<file path="src/hdl/cache_bank_settings.svh">
`ifndef CACHE_BANK_SETTINGS_SVH
`define CACHE_BANK_SETTINGS_SVH

// ----------------------------------------------------------------------
// bank geometry
// ----------------------------------------------------------------------
`define CB_SETS      8
`define CB_WAYS      4
`define CB_ADDR_W    16
`define CB_LINE_W    32

// address split into tag, set index and byte offset
`define CB_OFFSET_W  2
`define CB_SET_W     3
`define CB_TAG_W     (`CB_ADDR_W - `CB_SET_W - `CB_OFFSET_W)

// srrip re-reference value
`define CB_RRPV_W    2

`endif

</file>
<file path="src/hdl/cache_bank_pkg.sv">
`include "cache_bank_settings.svh"

package cache_bank_pkg;

    // request kinds from the PE port
    typedef enum logic [1:0] {
        OP_FETCH,
        OP_READ,
        OP_WRITE,
        OP_CONSUME
    } req_op_e;

    // controller states
    typedef enum logic [2:0] {
        ST_IDLE,
        ST_LOOKUP,
        ST_WRITEBACK,
        ST_FILL,
        ST_RESPOND
    } bank_state_e;

    typedef struct packed {
        req_op_e                op;
        logic [`CB_ADDR_W-1:0] addr;
        logic [`CB_LINE_W-1:0] line;
    } pe_req_t;

    typedef struct packed {
        logic                   hit;
        logic [`CB_LINE_W-1:0] line;
    } pe_rsp_t;

    // dirty victim going back to DRAM, addr is line aligned
    typedef struct packed {
        logic [`CB_ADDR_W-1:0] addr;
        logic [`CB_LINE_W-1:0] line;
    } dram_wb_t;

    typedef struct packed {
        logic                   valid;
        logic                   dirty;
        logic [`CB_TAG_W-1:0]  tag;
        logic [`CB_RRPV_W-1:0] rrpv;
    } way_meta_t;

    typedef way_meta_t [`CB_WAYS-1:0] set_meta_t;

    typedef logic [`CB_WAYS-1:0] way_sel_t;

endpackage

</file>
<file path="src/hdl/bank_ctrl.sv">
`timescale 1ns/1ps
`include "cache_bank_settings.svh"

module bank_ctrl (
    input  logic                                i_clk,
    input  logic                                i_nreset,
    // PE port
    input  cache_bank_pkg::pe_req_t             i_req,
    input  logic                                i_req_valid,
    output logic                                o_req_ready,
    output cache_bank_pkg::pe_rsp_t             o_rsp,
    output logic                                o_rsp_valid,
    input  logic                                i_rsp_ready,
    // DRAM port
    output cache_bank_pkg::dram_wb_t            o_wb,
    output logic                                o_wb_valid,
    input  logic                                i_wb_ready,
    output logic [`CB_ADDR_W-1:0]               o_fill_addr,
    output logic                                o_fill_ready,
    input  logic [`CB_LINE_W-1:0]               i_fill_data,
    input  logic                                i_fill_valid,
    // way store
    output logic [`CB_SET_W-1:0]                o_rd_set,
    input  cache_bank_pkg::set_meta_t           i_rd_meta,
    input  logic [`CB_WAYS-1:0][`CB_LINE_W-1:0] i_rd_lines,
    output logic                                o_meta_we,
    output logic                                o_data_we,
    output logic [`CB_SET_W-1:0]                o_wr_set,
    output cache_bank_pkg::set_meta_t           o_wr_meta,
    output cache_bank_pkg::way_sel_t            o_wr_way,
    output logic [`CB_LINE_W-1:0]               o_wr_line,
    // victim select
    output logic [`CB_TAG_W-1:0]                o_lookup_tag,
    output cache_bank_pkg::req_op_e             o_lookup_op,
    input  logic                                i_hit,
    input  cache_bank_pkg::way_sel_t            i_hit_way,
    input  cache_bank_pkg::way_sel_t            i_victim_way,
    input  logic                                i_victim_dirty,
    input  cache_bank_pkg::set_meta_t           i_next_meta
);
    import cache_bank_pkg::*;

    bank_state_e state;
    pe_req_t     req_q;
    pe_rsp_t     rsp_q;
    dram_wb_t    wb_q;
    way_sel_t    victim_q;
    set_meta_t   install_q;

    logic [`CB_SET_W-1:0]  req_set;
    logic                  evict_dirty;
    logic                  fill_done;
    logic [`CB_LINE_W-1:0] hit_line;
    logic [`CB_LINE_W-1:0] victim_line;
    logic [`CB_TAG_W-1:0]  victim_tag;

    assign req_set     = req_q.addr[`CB_OFFSET_W +: `CB_SET_W];
    assign evict_dirty = !i_hit && i_victim_dirty;
    assign fill_done   = (state == ST_FILL) && i_fill_valid;

    // handshakes straight from state
    assign o_req_ready  = (state == ST_IDLE);
    assign o_rsp_valid  = (state == ST_RESPOND);
    assign o_wb_valid   = (state == ST_WRITEBACK);
    assign o_fill_ready = (state == ST_FILL);
    assign o_rsp        = rsp_q;
    assign o_wb         = wb_q;
    assign o_fill_addr  = {req_q.addr[`CB_ADDR_W-1:`CB_OFFSET_W], {`CB_OFFSET_W{1'b0}}};

    // read the incoming set while idle so lookup has it next cycle
    assign o_rd_set     = o_req_ready ? i_req.addr[`CB_OFFSET_W +: `CB_SET_W] : req_set;
    assign o_lookup_tag = req_q.addr[`CB_ADDR_W-1 -: `CB_TAG_W];
    assign o_lookup_op  = req_q.op;

    // one-hot muxes over the read ways
    always_comb begin
        hit_line    = '0;
        victim_line = '0;
        victim_tag  = '0;
        for (int w = 0; w < `CB_WAYS; w++) begin
            if (i_hit_way[w]) begin
                hit_line = hit_line | i_rd_lines[w];
            end
            if (i_victim_way[w]) begin
                victim_line = victim_line | i_rd_lines[w];
                victim_tag  = victim_tag | i_rd_meta[w].tag;
            end
        end
    end

    // ----------------------------------------------------------------------
    // array write control
    // ----------------------------------------------------------------------
    always_comb begin
        o_wr_set  = req_set;
        o_meta_we = 1'b0;
        o_data_we = 1'b0;
        o_wr_meta = i_next_meta;
        o_wr_way  = i_hit ? i_hit_way : i_victim_way;
        o_wr_line = req_q.line;
        if (state == ST_LOOKUP) begin
            // writes install right away, fetch misses wait for the fill
            o_meta_we = i_hit || (req_q.op == OP_WRITE);
            o_data_we = (req_q.op == OP_WRITE);
        end else if (fill_done) begin
            o_meta_we = 1'b1;
            o_data_we = 1'b1;
            o_wr_meta = install_q;
            o_wr_way  = victim_q;
            o_wr_line = i_fill_data;
        end
    end

    // ----------------------------------------------------------------------
    // request FSM
    // ----------------------------------------------------------------------
    always_ff @(posedge i_clk) begin
        if (!i_nreset) begin
            state <= ST_IDLE;
        end else begin
            case (state)
                ST_IDLE: begin
                    if (i_req_valid) begin
                        state <= ST_LOOKUP;
                    end
                end
                ST_LOOKUP: begin
                    case (req_q.op)
                        OP_FETCH: begin
                            if (i_hit) begin
                                state <= ST_RESPOND;
                            end else begin
                                state <= evict_dirty ? ST_WRITEBACK : ST_FILL;
                            end
                        end
                        OP_WRITE: state <= evict_dirty ? ST_WRITEBACK : ST_IDLE;
                        default:  state <= ST_RESPOND;
                    endcase
                end
                ST_WRITEBACK: begin
                    if (i_wb_ready) begin
                        state <= (req_q.op == OP_FETCH) ? ST_FILL : ST_IDLE;
                    end
                end
                ST_FILL: begin
                    if (i_fill_valid) begin
                        state <= ST_RESPOND;
                    end
                end
                ST_RESPOND: begin
                    if (i_rsp_ready) begin
                        state <= ST_IDLE;
                    end
                end
                default: state <= ST_IDLE;
            endcase
        end
    end

    // request, response and eviction payload
    always_ff @(posedge i_clk) begin
        if (o_req_ready && i_req_valid) begin
            req_q <= i_req;
        end
        if (state == ST_LOOKUP) begin
            rsp_q.hit  <= i_hit;
            rsp_q.line <= i_hit ? hit_line : '0;
            // victim address rebuilt from its tag and this set
            wb_q.addr  <= {victim_tag, req_set, {`CB_OFFSET_W{1'b0}}};
            wb_q.line  <= victim_line;
            victim_q   <= i_victim_way;
            install_q  <= i_next_meta;
        end
        if (fill_done) begin
            rsp_q.hit  <= 1'b0;
            rsp_q.line <= i_fill_data;
        end
    end

endmodule

</file>
<file path="src/hdl/cache_bank.sv">
`timescale 1ns/1ps
`include "cache_bank_settings.svh"

module cache_bank (
    input  logic                    i_clk,
    input  logic                    i_nreset,
    // PE port
    input  cache_bank_pkg::pe_req_t i_req,
    input  logic                    i_req_valid,
    output logic                    o_req_ready,
    output cache_bank_pkg::pe_rsp_t o_rsp,
    output logic                    o_rsp_valid,
    input  logic                    i_rsp_ready,
    // DRAM port
    output cache_bank_pkg::dram_wb_t o_wb,
    output logic                     o_wb_valid,
    input  logic                     i_wb_ready,
    output logic [`CB_ADDR_W-1:0]    o_fill_addr,
    output logic                     o_fill_ready,
    input  logic [`CB_LINE_W-1:0]    i_fill_data,
    input  logic                     i_fill_valid
);
    import cache_bank_pkg::*;

    // store <-> controller
    logic [`CB_SET_W-1:0]                rd_set;
    set_meta_t                           rd_meta;
    logic [`CB_WAYS-1:0][`CB_LINE_W-1:0] rd_lines;
    logic                                meta_we;
    logic                                data_we;
    logic [`CB_SET_W-1:0]                wr_set;
    set_meta_t                           wr_meta;
    way_sel_t                            wr_way;
    logic [`CB_LINE_W-1:0]               wr_line;

    // selector <-> controller
    logic [`CB_TAG_W-1:0] lookup_tag;
    req_op_e              lookup_op;
    logic                 hit;
    way_sel_t             hit_way;
    way_sel_t             victim_way;
    logic                 victim_dirty;
    set_meta_t            next_meta;

    way_store u_way_store (
        .i_clk      (i_clk),
        .i_nreset   (i_nreset),
        .i_rd_set   (rd_set),
        .o_rd_meta  (rd_meta),
        .o_rd_lines (rd_lines),
        .i_meta_we  (meta_we),
        .i_data_we  (data_we),
        .i_wr_set   (wr_set),
        .i_wr_meta  (wr_meta),
        .i_wr_way   (wr_way),
        .i_wr_line  (wr_line)
    );

    victim_select u_victim_select (
        .i_meta         (rd_meta),
        .i_tag          (lookup_tag),
        .i_op           (lookup_op),
        .o_hit          (hit),
        .o_hit_way      (hit_way),
        .o_victim_way   (victim_way),
        .o_victim_dirty (victim_dirty),
        .o_next_meta    (next_meta)
    );

    bank_ctrl u_bank_ctrl (
        .i_clk          (i_clk),
        .i_nreset       (i_nreset),
        .i_req          (i_req),
        .i_req_valid    (i_req_valid),
        .o_req_ready    (o_req_ready),
        .o_rsp          (o_rsp),
        .o_rsp_valid    (o_rsp_valid),
        .i_rsp_ready    (i_rsp_ready),
        .o_wb           (o_wb),
        .o_wb_valid     (o_wb_valid),
        .i_wb_ready     (i_wb_ready),
        .o_fill_addr    (o_fill_addr),
        .o_fill_ready   (o_fill_ready),
        .i_fill_data    (i_fill_data),
        .i_fill_valid   (i_fill_valid),
        .o_rd_set       (rd_set),
        .i_rd_meta      (rd_meta),
        .i_rd_lines     (rd_lines),
        .o_meta_we      (meta_we),
        .o_data_we      (data_we),
        .o_wr_set       (wr_set),
        .o_wr_meta      (wr_meta),
        .o_wr_way       (wr_way),
        .o_wr_line      (wr_line),
        .o_lookup_tag   (lookup_tag),
        .o_lookup_op    (lookup_op),
        .i_hit          (hit),
        .i_hit_way      (hit_way),
        .i_victim_way   (victim_way),
        .i_victim_dirty (victim_dirty),
        .i_next_meta    (next_meta)
    );

endmodule

</file>
<file path="src/hdl/victim_select.sv">
`timescale 1ns/1ps
`include "cache_bank_settings.svh"

module victim_select (
    input  cache_bank_pkg::set_meta_t i_meta,
    input  logic [`CB_TAG_W-1:0]      i_tag,
    input  cache_bank_pkg::req_op_e   i_op,
    output logic                      o_hit,
    output cache_bank_pkg::way_sel_t  o_hit_way,
    output cache_bank_pkg::way_sel_t  o_victim_way,
    output logic                      o_victim_dirty,
    output cache_bank_pkg::set_meta_t o_next_meta
);
    import cache_bank_pkg::*;

    localparam logic [`CB_RRPV_W-1:0] RRPV_MAX    = '1;
    // new lines start at max minus one
    localparam logic [`CB_RRPV_W-1:0] RRPV_INSERT = {{(`CB_RRPV_W-1){1'b1}}, 1'b0};

    logic [`CB_WAYS-1:0]                 invalid;
    logic [`CB_WAYS-1:0]                 first_invalid;
    logic [`CB_WAYS-1:0]                 dirty_ways;
    logic [`CB_WAYS-1:0]                 max_cand;
    logic [`CB_WAYS-1:0]                 max_way;
    logic [`CB_RRPV_W-1:0]               max_rrpv;
    logic [`CB_WAYS-1:0][`CB_RRPV_W-1:0] aged;

    // tag match and saturating age per way
    always_comb begin
        for (int w = 0; w < `CB_WAYS; w++) begin
            o_hit_way[w]  = i_meta[w].valid && (i_meta[w].tag == i_tag);
            invalid[w]    = !i_meta[w].valid;
            dirty_ways[w] = i_meta[w].valid && i_meta[w].dirty;
            if (i_meta[w].rrpv == RRPV_MAX) begin
                aged[w] = RRPV_MAX;
            end else begin
                aged[w] = i_meta[w].rrpv + 1'b1;
            end
        end
        o_hit = |o_hit_way;
    end

    // ----------------------------------------------------------------------
    // victim choice
    // ----------------------------------------------------------------------
    always_comb begin
        max_rrpv = '0;
        for (int w = 0; w < `CB_WAYS; w++) begin
            if (i_meta[w].rrpv > max_rrpv) begin
                max_rrpv = i_meta[w].rrpv;
            end
        end
        for (int w = 0; w < `CB_WAYS; w++) begin
            max_cand[w] = (i_meta[w].rrpv == max_rrpv);
        end
        // isolate lowest set bit
        first_invalid = invalid & (~invalid + 1'b1);
        max_way       = max_cand & (~max_cand + 1'b1);
        o_victim_way   = (|invalid) ? first_invalid : max_way;
        o_victim_dirty = |(o_victim_way & dirty_ways);
    end

    // ----------------------------------------------------------------------
    // next metadata for a hit or an install
    // ----------------------------------------------------------------------
    always_comb begin
        o_next_meta = i_meta;
        for (int w = 0; w < `CB_WAYS; w++) begin
            if (o_hit) begin
                if (i_op == OP_CONSUME) begin
                    // consume drops the line, no aging
                    if (o_hit_way[w]) begin
                        o_next_meta[w].valid = 1'b0;
                    end
                end else if (o_hit_way[w]) begin
                    o_next_meta[w].rrpv = '0;
                    if (i_op == OP_WRITE) begin
                        o_next_meta[w].dirty = 1'b1;
                    end
                end else if (i_meta[w].valid) begin
                    o_next_meta[w].rrpv = aged[w];
                end
            end else if (o_victim_way[w]) begin
                o_next_meta[w].valid = 1'b1;
                o_next_meta[w].dirty = (i_op == OP_WRITE);
                o_next_meta[w].tag   = i_tag;
                o_next_meta[w].rrpv  = RRPV_INSERT;
            end else if (i_meta[w].valid) begin
                o_next_meta[w].rrpv = aged[w];
            end
        end
    end

endmodule

</file>
<file path="src/hdl/way_store.sv">
`timescale 1ns/1ps
`include "cache_bank_settings.svh"

module way_store (
    input  logic                                i_clk,
    input  logic                                i_nreset,
    // read port
    input  logic [`CB_SET_W-1:0]                i_rd_set,
    output cache_bank_pkg::set_meta_t           o_rd_meta,
    output logic [`CB_WAYS-1:0][`CB_LINE_W-1:0] o_rd_lines,
    // write port
    input  logic                                i_meta_we,
    input  logic                                i_data_we,
    input  logic [`CB_SET_W-1:0]                i_wr_set,
    input  cache_bank_pkg::set_meta_t           i_wr_meta,
    input  cache_bank_pkg::way_sel_t            i_wr_way,
    input  logic [`CB_LINE_W-1:0]               i_wr_line
);
    import cache_bank_pkg::*;

    // one entry per set, all ways side by side
    set_meta_t                           meta_mem [`CB_SETS];
    logic [`CB_WAYS-1:0][`CB_LINE_W-1:0] line_mem [`CB_SETS];

    // ----------------------------------------------------------------------
    // metadata array
    // ----------------------------------------------------------------------
    // whole set written at once
    always_ff @(posedge i_clk) begin
        if (!i_nreset) begin
            for (int s = 0; s < `CB_SETS; s++) begin
                for (int w = 0; w < `CB_WAYS; w++) begin
                    meta_mem[s][w].valid <= 1'b0;
                end
            end
        end else if (i_meta_we) begin
            meta_mem[i_wr_set] <= i_wr_meta;
        end
    end

    // ----------------------------------------------------------------------
    // line array
    // ----------------------------------------------------------------------
    // only the selected way takes the new line
    always_ff @(posedge i_clk) begin
        if (i_data_we) begin
            for (int w = 0; w < `CB_WAYS; w++) begin
                if (i_wr_way[w]) begin
                    line_mem[i_wr_set][w] <= i_wr_line;
                end
            end
        end
    end

    // registered read, one cycle latency
    always_ff @(posedge i_clk) begin
        o_rd_meta  <= meta_mem[i_rd_set];
        o_rd_lines <= line_mem[i_rd_set];
    end

endmodule

</file>
<file path="config.mk">
export PLATFORM = sky130hd
export DESIGN_NAME = cache_bank
export DESIGN_NICKNAME = d
export VERILOG_FILES = /design/src/hdl/cache_bank_pkg.sv /design/src/hdl/bank_ctrl.sv /design/src/hdl/cache_bank.sv /design/src/hdl/victim_select.sv /design/src/hdl/way_store.sv
export VERILOG_INCLUDE_DIRS = /design/src /design/src/hdl
export SDC_FILE = /design/constraint.sdc
export NUM_CORES = 2
export LEC_CHECK = 0
export BUFFER_PORTS_ARGS = -buffer_cell sky130_fd_sc_hd__buf_4
export CAP_MARGIN = 0
export CORE_ASPECT_RATIO = 2
export CORE_MARGIN = 5
export CORE_UTILIZATION = 59
export DETAILED_ROUTE_END_ITERATION = 12
export MAX_ROUTING_LAYER = met4
export PLACE_DENSITY = 0.85
export SYNTH_ARGS = -nofsm -noshare
export SYNTH_HDL_FRONTEND = slang
export SYNTH_SLANG_ARGS = --single-unit
</file>
<file path="constraint.sdc">
create_clock -name i_clk -period 11.2 [get_ports i_clk]
set_input_delay 3.36 -clock i_clk [delete_from_list [all_inputs] [get_ports i_clk]]
set_output_delay 3.36 -clock i_clk [all_outputs]
set_load 0.02 [all_outputs]
</file>
# == After elaboration in Yosys (flattened, before gate mapping) ==
# Memories as Yosys holds them, arrays and structs flattened. A register that Yosys moved wholly into a read port is not among the register bits.
# Index checks and enable logic that the tools add are counted.
# totals
reg_bits,196
ramBits,1504
input_bits,88
output_inout_bits,101
mem_count,2
# classes
n_addsub,6
order_cmp,4
n_eq_ne,22
mux,116
bitwise_logic,14
reduce_logical,25
# memory_table
name,words,word_bits,read_ports,rd_ports_with_merged_regs,write_ports,line_no,rtl
u_way_store.line_mem,8,128,1,1,1,way_store.sv:23,logic [`CB_WAYS-1:0][`CB_LINE_W-1:0] line_mem [`CB_SETS];
u_way_store.meta_mem,8,60,1,1,8,way_store.sv:22,set_meta_t meta_mem [`CB_SETS];
# ops
operator,n
32-bit 2-to-1 mux,13
32-bit bitwise OR,6
60-bit 2-to-1 mux,3
11-bit 2-to-1 mux,8
2-bit 2-to-1 mux,35
60-bit OR reduction,1
13-bit 2-to-1 mux,4
11-bit equality test,4
1-bit 2-to-1 mux,40
11-bit bitwise OR,3
3-bit 2-to-1 mux,7
4-bit 2-to-1 mux,4
3-bit one-hot mux with 5 select lines,1
4-bit AND,3
2-bit equality test (second input constant),6
4-bit OR reduction,3
1-bit logical AND,11
2-bit by 1-bit adder with 2-bit output (second input constant),4
4-bit by 1-bit adder with 4-bit output (second input constant),2
2-bit equality test,4
4-bit NOT,2
3-bit by 2-bit equality test with 1-bit output (second input constant),2
2-bit greater-than comparator,3
2-bit by 1-bit != test with 1-bit output (second input constant),3
11 further kinds,15

# == Longest topological paths before layout ==
# logic_depth
depth_word,20
mapped_depth,22

# == Modules after synthesis ==
# Synthesis repeated with hierarchy kept, for this count alone.
# hier_totals
cells_unflattened,3757
area_unflattened_um2,72737.3
# modules_own_cells
mod,instances,cells_per_inst,area_each_um2
way_store,1,2532,60675.7
bank_ctrl,1,848,9282.7
victim_select,1,377,2778.9

# == Worst setup path before layout ==
# Ideal clock, no wire load.
# synth_timing
path_type,register -> register
from,"reg, netlist name u_way_store.o_rd_meta[0]"
to,mem u_way_store.line_mem[0][32] (netlist name) (enable)
setup_ns,0.421
arrival_time_ns,5.424
required_ns,10.779
setup_slack_ns,5.355
path_stages_with_launch,22
n_path_buf,3
period_less_slack_ns,5.845
path_cell_list,dfxtp_1 -> clkbuf_1 -> clkbuf_1 -> ha_1 -> nand2b_1 -> and3_1 -> nor2_1 -> ha_1 -> nor2b_1 -> nor2_1 -> o32ai_2 -> ha_1 -> nor2b_1 -> o21a_1 -> o41ai_2 -> o221ai_1 -> a211o_1 -> a21o_4 -> buf_6 -> o21ai_0 -> a22oi_1 -> nor2_1
# synth_via
elab_chain_len,19
# synth_lines
item,line_no,rtl
2-bit by 1-bit greater-than comparator with 1-bit output,victim_select.sv:49,if (i_meta[w].rrpv > max_rrpv) begin
2-bit 2-to-1 mux,victim_select.sv:49,
2-bit greater-than comparator,victim_select.sv:49,
2-bit 2-to-1 mux,victim_select.sv:49,
2-bit greater-than comparator,victim_select.sv:49,
2-bit 2-to-1 mux,victim_select.sv:49,
2-bit greater-than comparator,victim_select.sv:49,
2-bit 2-to-1 mux,victim_select.sv:49,
[... 3 more ...],--,
4-bit AND (*),victim_select.sv:58,max_way = max_cand & (~max_cand + 1'b1);
4-bit 2-to-1 mux (*),victim_select.sv:59,o_victim_way = (|invalid) ? first_invalid : max_way;
4-bit 2-to-1 mux (*),bank_ctrl.sv:99,o_wr_way = i_hit ? i_hit_way : i_victim_way;
4-bit 2-to-1 mux,bank_ctrl.sv:105,end else if (fill_done) begin
4-bit 2-to-1 mux (*),bank_ctrl.sv:101,if (state == ST_LOOKUP) begin
1-bit 2-to-1 mux (*),way_store.sv:48,if (i_wr_way[w]) begin
1-bit 2-to-1 mux (*),way_store.sv:46,if (i_data_we) begin
1-bit 2-to-1 mux (implied by the code) (*),way_store.sv:49,line_mem[i_wr_set][w] <= i_wr_line;
end: declaration,way_store.sv:23,
# Every way passes the cells marked *; elsewhere a longest branch is shown, timed or not.

==> impl_metrics.env <==
export IMPL_p_int_mw=11.69
export IMPL_cts_hold_buf=0
export IMPL_dpl_cell_area_mm2=0.07466
export IMPL_ys_flop_type="edfxtp_1"
export IMPL_io_pins=189
export IMPL_worstMarginPinSlew_ns=1.198
export IMPL_setup_tns_final_ns=0
export IMPL_wl_per_cell_um=34.45
export IMPL_path_buf_inv=2
export IMPL_cts_made_buffers=152
export IMPL_swShare=0.2325
export IMPL_cts_resized=0
export IMPL_period_share=0.6292
export IMPL_async_reset_ff_frac=0
export IMPL_grt_usage=0.2947
export IMPL_r2r_start="u_way_store.o_rd_meta[16]$_DFF_P_"
export IMPL_place_inst=5088
export IMPL_io_buffers=182
export IMPL_slew_violations=0
export IMPL_p_comb_frac=0.100
export IMPL_grt_pass1_wl_mm=265.2
export IMPL_endpoint_kind="flip-flop"
export IMPL_synth_top_area_frac=0.6985
export IMPL_cts_tree="built"
export IMPL_clock_path_buffers=3
export IMPL_grt_max_degree=163
export IMPL_cts_setup_buffers=0
export IMPL_cts_clk_slew_worst_paths_ns=0.07
export IMPL_die_area_mm2=0.1286
export IMPL_cp_start_kind="flip-flop"
export IMPL_p_switching_mw=3.540
export IMPL_setup_viol=0
export IMPL_layout_cells_non_filler=5376
export IMPL_ys_warnings_count=0
export IMPL_drtIter0Drc=5885
export IMPL_finalHoldViolations=0
export IMPL_rsz0062_at_grt="no"
export IMPL_critPathRequiredTime_ns=11.66
export IMPL_p_leak_nw=26.09
export IMPL_syn_inst=3505
export IMPL_cpPeakStageDelay_ns=0.71
export IMPL_hpwl_mm=94.21
export IMPL_finalCriticalPeriod_ns=7.048
export IMPL_path_class="reg -> reg"
export IMPL_slew_headroom=0.2005
export IMPL_syn_area_per_cell_um2=20.39
export IMPL_crit_top_cell="ha_1"
export IMPL_grt_pass1_vias=38410
export IMPL_area_delta_synth_final_pct=11.63
export IMPL_dr_pass1_iters=7
export IMPL_status="finished clean"
export IMPL_ys_types=75
export IMPL_hold_class="reg -> reg"
export IMPL_place_gp_congestion=0.8924
export IMPL_fmax_ghz=0.1419
export IMPL_synth_seq_cells=1886
export IMPL_grt_ovfl_total=0
export IMPL_synth_top_cells_by_area="edfxtp_1, mux4_2, dfxtp_1"
export IMPL_critical_path_startpoint="u_way_store.o_rd_meta[16]$_DFF_P_"
export IMPL_cts_root_buf="clkbuf_16"
export IMPL_clock_latency_ns=0.79
export IMPL_syn_area_mm2=0.07145
export IMPL_start_util=0.5941
export IMPL_p_seq_frac=0.540
export IMPL_viasPerCell=6.986
export IMPL_crit_family="compound AO/OA/AOI/OAI gates"
export IMPL_pwr_share_clk=0.360
export IMPL_ys_seq_area_frac=0.7612
export IMPL_worst_ep_arrival_time_ns=7.51
export IMPL_layout_drive_gt1_share=0.3133
export IMPL_die_w_um=256.1
export IMPL_finClkSkew_ns=0.03271
export IMPL_yosys_area_top_type="edfxtp_1"
export IMPL_vias=37560
export IMPL_fp_coreArea_mm2=0.1203
export IMPL_synth_edf_count=1662
export IMPL_post_route_drc_count=0
export IMPL_cp_slowest_cell="a31o_2"
export IMPL_hold_start="u_way_store.meta_mem[2][29]$_DFF_P_"
export IMPL_fin_util=0.6632
export IMPL_maxCapViolCount=0
export IMPL_fp_dieH_um=502.2
export IMPL_peakVddDrop_mv=0.1776
export IMPL_p_total_mw=15.23
export IMPL_ant_nets=0
export IMPL_path_cells="inv_1 > ha_1 > nand2b_1 > a21oi_1 > nor2_1 > ha_1 > nor2b_1 > nor2_1 > o32ai_2 > ha_1 > nand2_1 > o21ai_0 > o221a_2 > nor3_1 > o311a_1 > a31o_2 > buf_4 > nand2_2 > and3_1 > o21ai_0"
export IMPL_cts_sinks=1886
export IMPL_route_final_wire_length_mm=185.2
export IMPL_antenna_found_initial=3
export IMPL_fp_row_count=180
export IMPL_p_per_area_mw_per_mm2=190.9
export IMPL_crit_path_max_fanout=28
export IMPL_htreeDepth=4
export IMPL_fin_nets=3793
export IMPL_fin_area_mm2=0.07976
==> synthesized netlist by cell type (all sizes together), types with 3 or more instances <==
library cell  instances
nor2                 59
a22o                 35
and4                  3
a222oi               43
nor3                  6
ha                   10
nand4                 3
a21boi                5
edfxtp             1662
nand2               252
xnor2                13
o22ai                 4
or2                   8
nand3                41
and3                  5
a221oi               34
inv                  20
buf                 109
a21oi                 9
or3                   3
xor2                 34
nor2b                 6
or3b                  3
a31oi                11
o21ai                86
dfxtp               224
nand2b                5
o211ai                6
mux2                270
nor4                  9
mux4                376
nand3b                4
and2                  4
mux2i                 7
o21a                  4
o31ai                 4
clkbuf              104
==> path summary, 6_finish.rpt <==
path | endpoint | slack, ns | cells past startpoint
min | u_way_store.meta_mem[2][29]$_DFF_P_ | 0.48 | 2
max reg2reg | u_way_store.meta_mem[1][31]$_DFFE_PP_ | 4.15 | 20
min reg2reg | u_way_store.meta_mem[2][29]$_DFF_P_ | 0.48 | 2
max | u_way_store.meta_mem[1][31]$_DFFE_PP_ | 4.15 | 20
==> sequential cells by signal (all words and copies together), names as in the netlist <==
signal	flops
u_bank_ctrl.install_q	60
u_bank_ctrl.o_fill_addr	14
u_bank_ctrl.o_lookup_op	2
u_bank_ctrl.o_rsp	33
u_bank_ctrl.o_wb	46
u_bank_ctrl.req_q	32
u_bank_ctrl.state	3
u_bank_ctrl.victim_q	4
u_way_store.line_mem	1024
u_way_store.meta_mem	480
u_way_store.o_rd_lines	128
u_way_store.o_rd_meta	60
==> placed cells by master (no fill, tap or decap), drive strengths merged, types with 11 or more instances in the layout <==
| cell | n |
|---|---|
| a221oi | 34 |
| a222oi | 43 |
| a22o | 35 |
| a31oi | 11 |
| buf | 246 |
| bufinv | 13 |
| clkbuf | 220 |
| clkinv | 42 |
| dfxtp | 224 |
| edfxtp | 1662 |
| inv | 26 |
| mux2 | 270 |
| mux4 | 376 |
| nand2 | 252 |
| nand3 | 41 |
| nor2 | 59 |
| o21ai | 86 |
| xnor2 | 13 |
| xor2 | 34 |
==> cell families after synthesis <==
| family | after synthesis | synth area share |
|---|---|---|
| xor gates and xnor gates | 47 | 0.005761 |
| buffers and inverters | 233 | 0.01516 |
| adders and majority gates | 10 | 0.001751 |
| and+or+nand+nor | 415 | 0.02546 |
| AOI/OAI and AO/OA | 260 | 0.02740 |
| muxes | 653 | 0.1632 |
| DFF | 1886 | 0.7612 |
| other | 1 | 0.00005248 |
==> per-stage QoR <==
stage          hold WS, ns  setup WS [ns]
2_1_floorplan       0.4383          5.355
3_3_place_gp        0.4484          4.591
3_5_place_dp        0.4618          4.414
4_1_cts             0.4766          4.331
5_1_grt             0.5182          3.763
6_report            0.4787          4.152
==> power groups by stage <==
stage / clock network, mW / registers (mW) / logic, mW
global route: 5.83 / 8.23 / 1.61
detailed placement: 0 / 8.36 / 1.48
finish: 5.48 / 8.23 / 1.52
floorplan: 0 / 8.29 / 1.05
global placement: 0 / 8.35 / 1.43
CTS: 5.51 / 8.22 / 1.52
==> layout make-up <==
type	instances	area, um^2
flip-flops and latches	1886	54390
fillers	7102	40500
multi-input cells	1389	16320
clock buffers	220	4292
well taps	1547	1936
repair buffers	246	1934
clock inverters	66	808.3
inverters	20	80.08
diodes	2	5.005
==> tightest hold or removal path: cells and delay by family, from the launching register on <==
kind | cells | cell delay [ns]
compound gates | 1 | 0.06
flops | 1 | 0.33
simple gates | 1 | 0.06
==> routing by layer <==
layer	wire length [um]	vias up	global-route usage	share of wire
li1	-	14590	-	-
met1	57390	18870	0.3413	0.31
met2	93300	3243	0.4848	0.50
met3	21070	855	0.06305	0.11
met4	13450	0	0.1642	0.073
met5	0	-	-	0
Power figures use the tool's default switching activity.
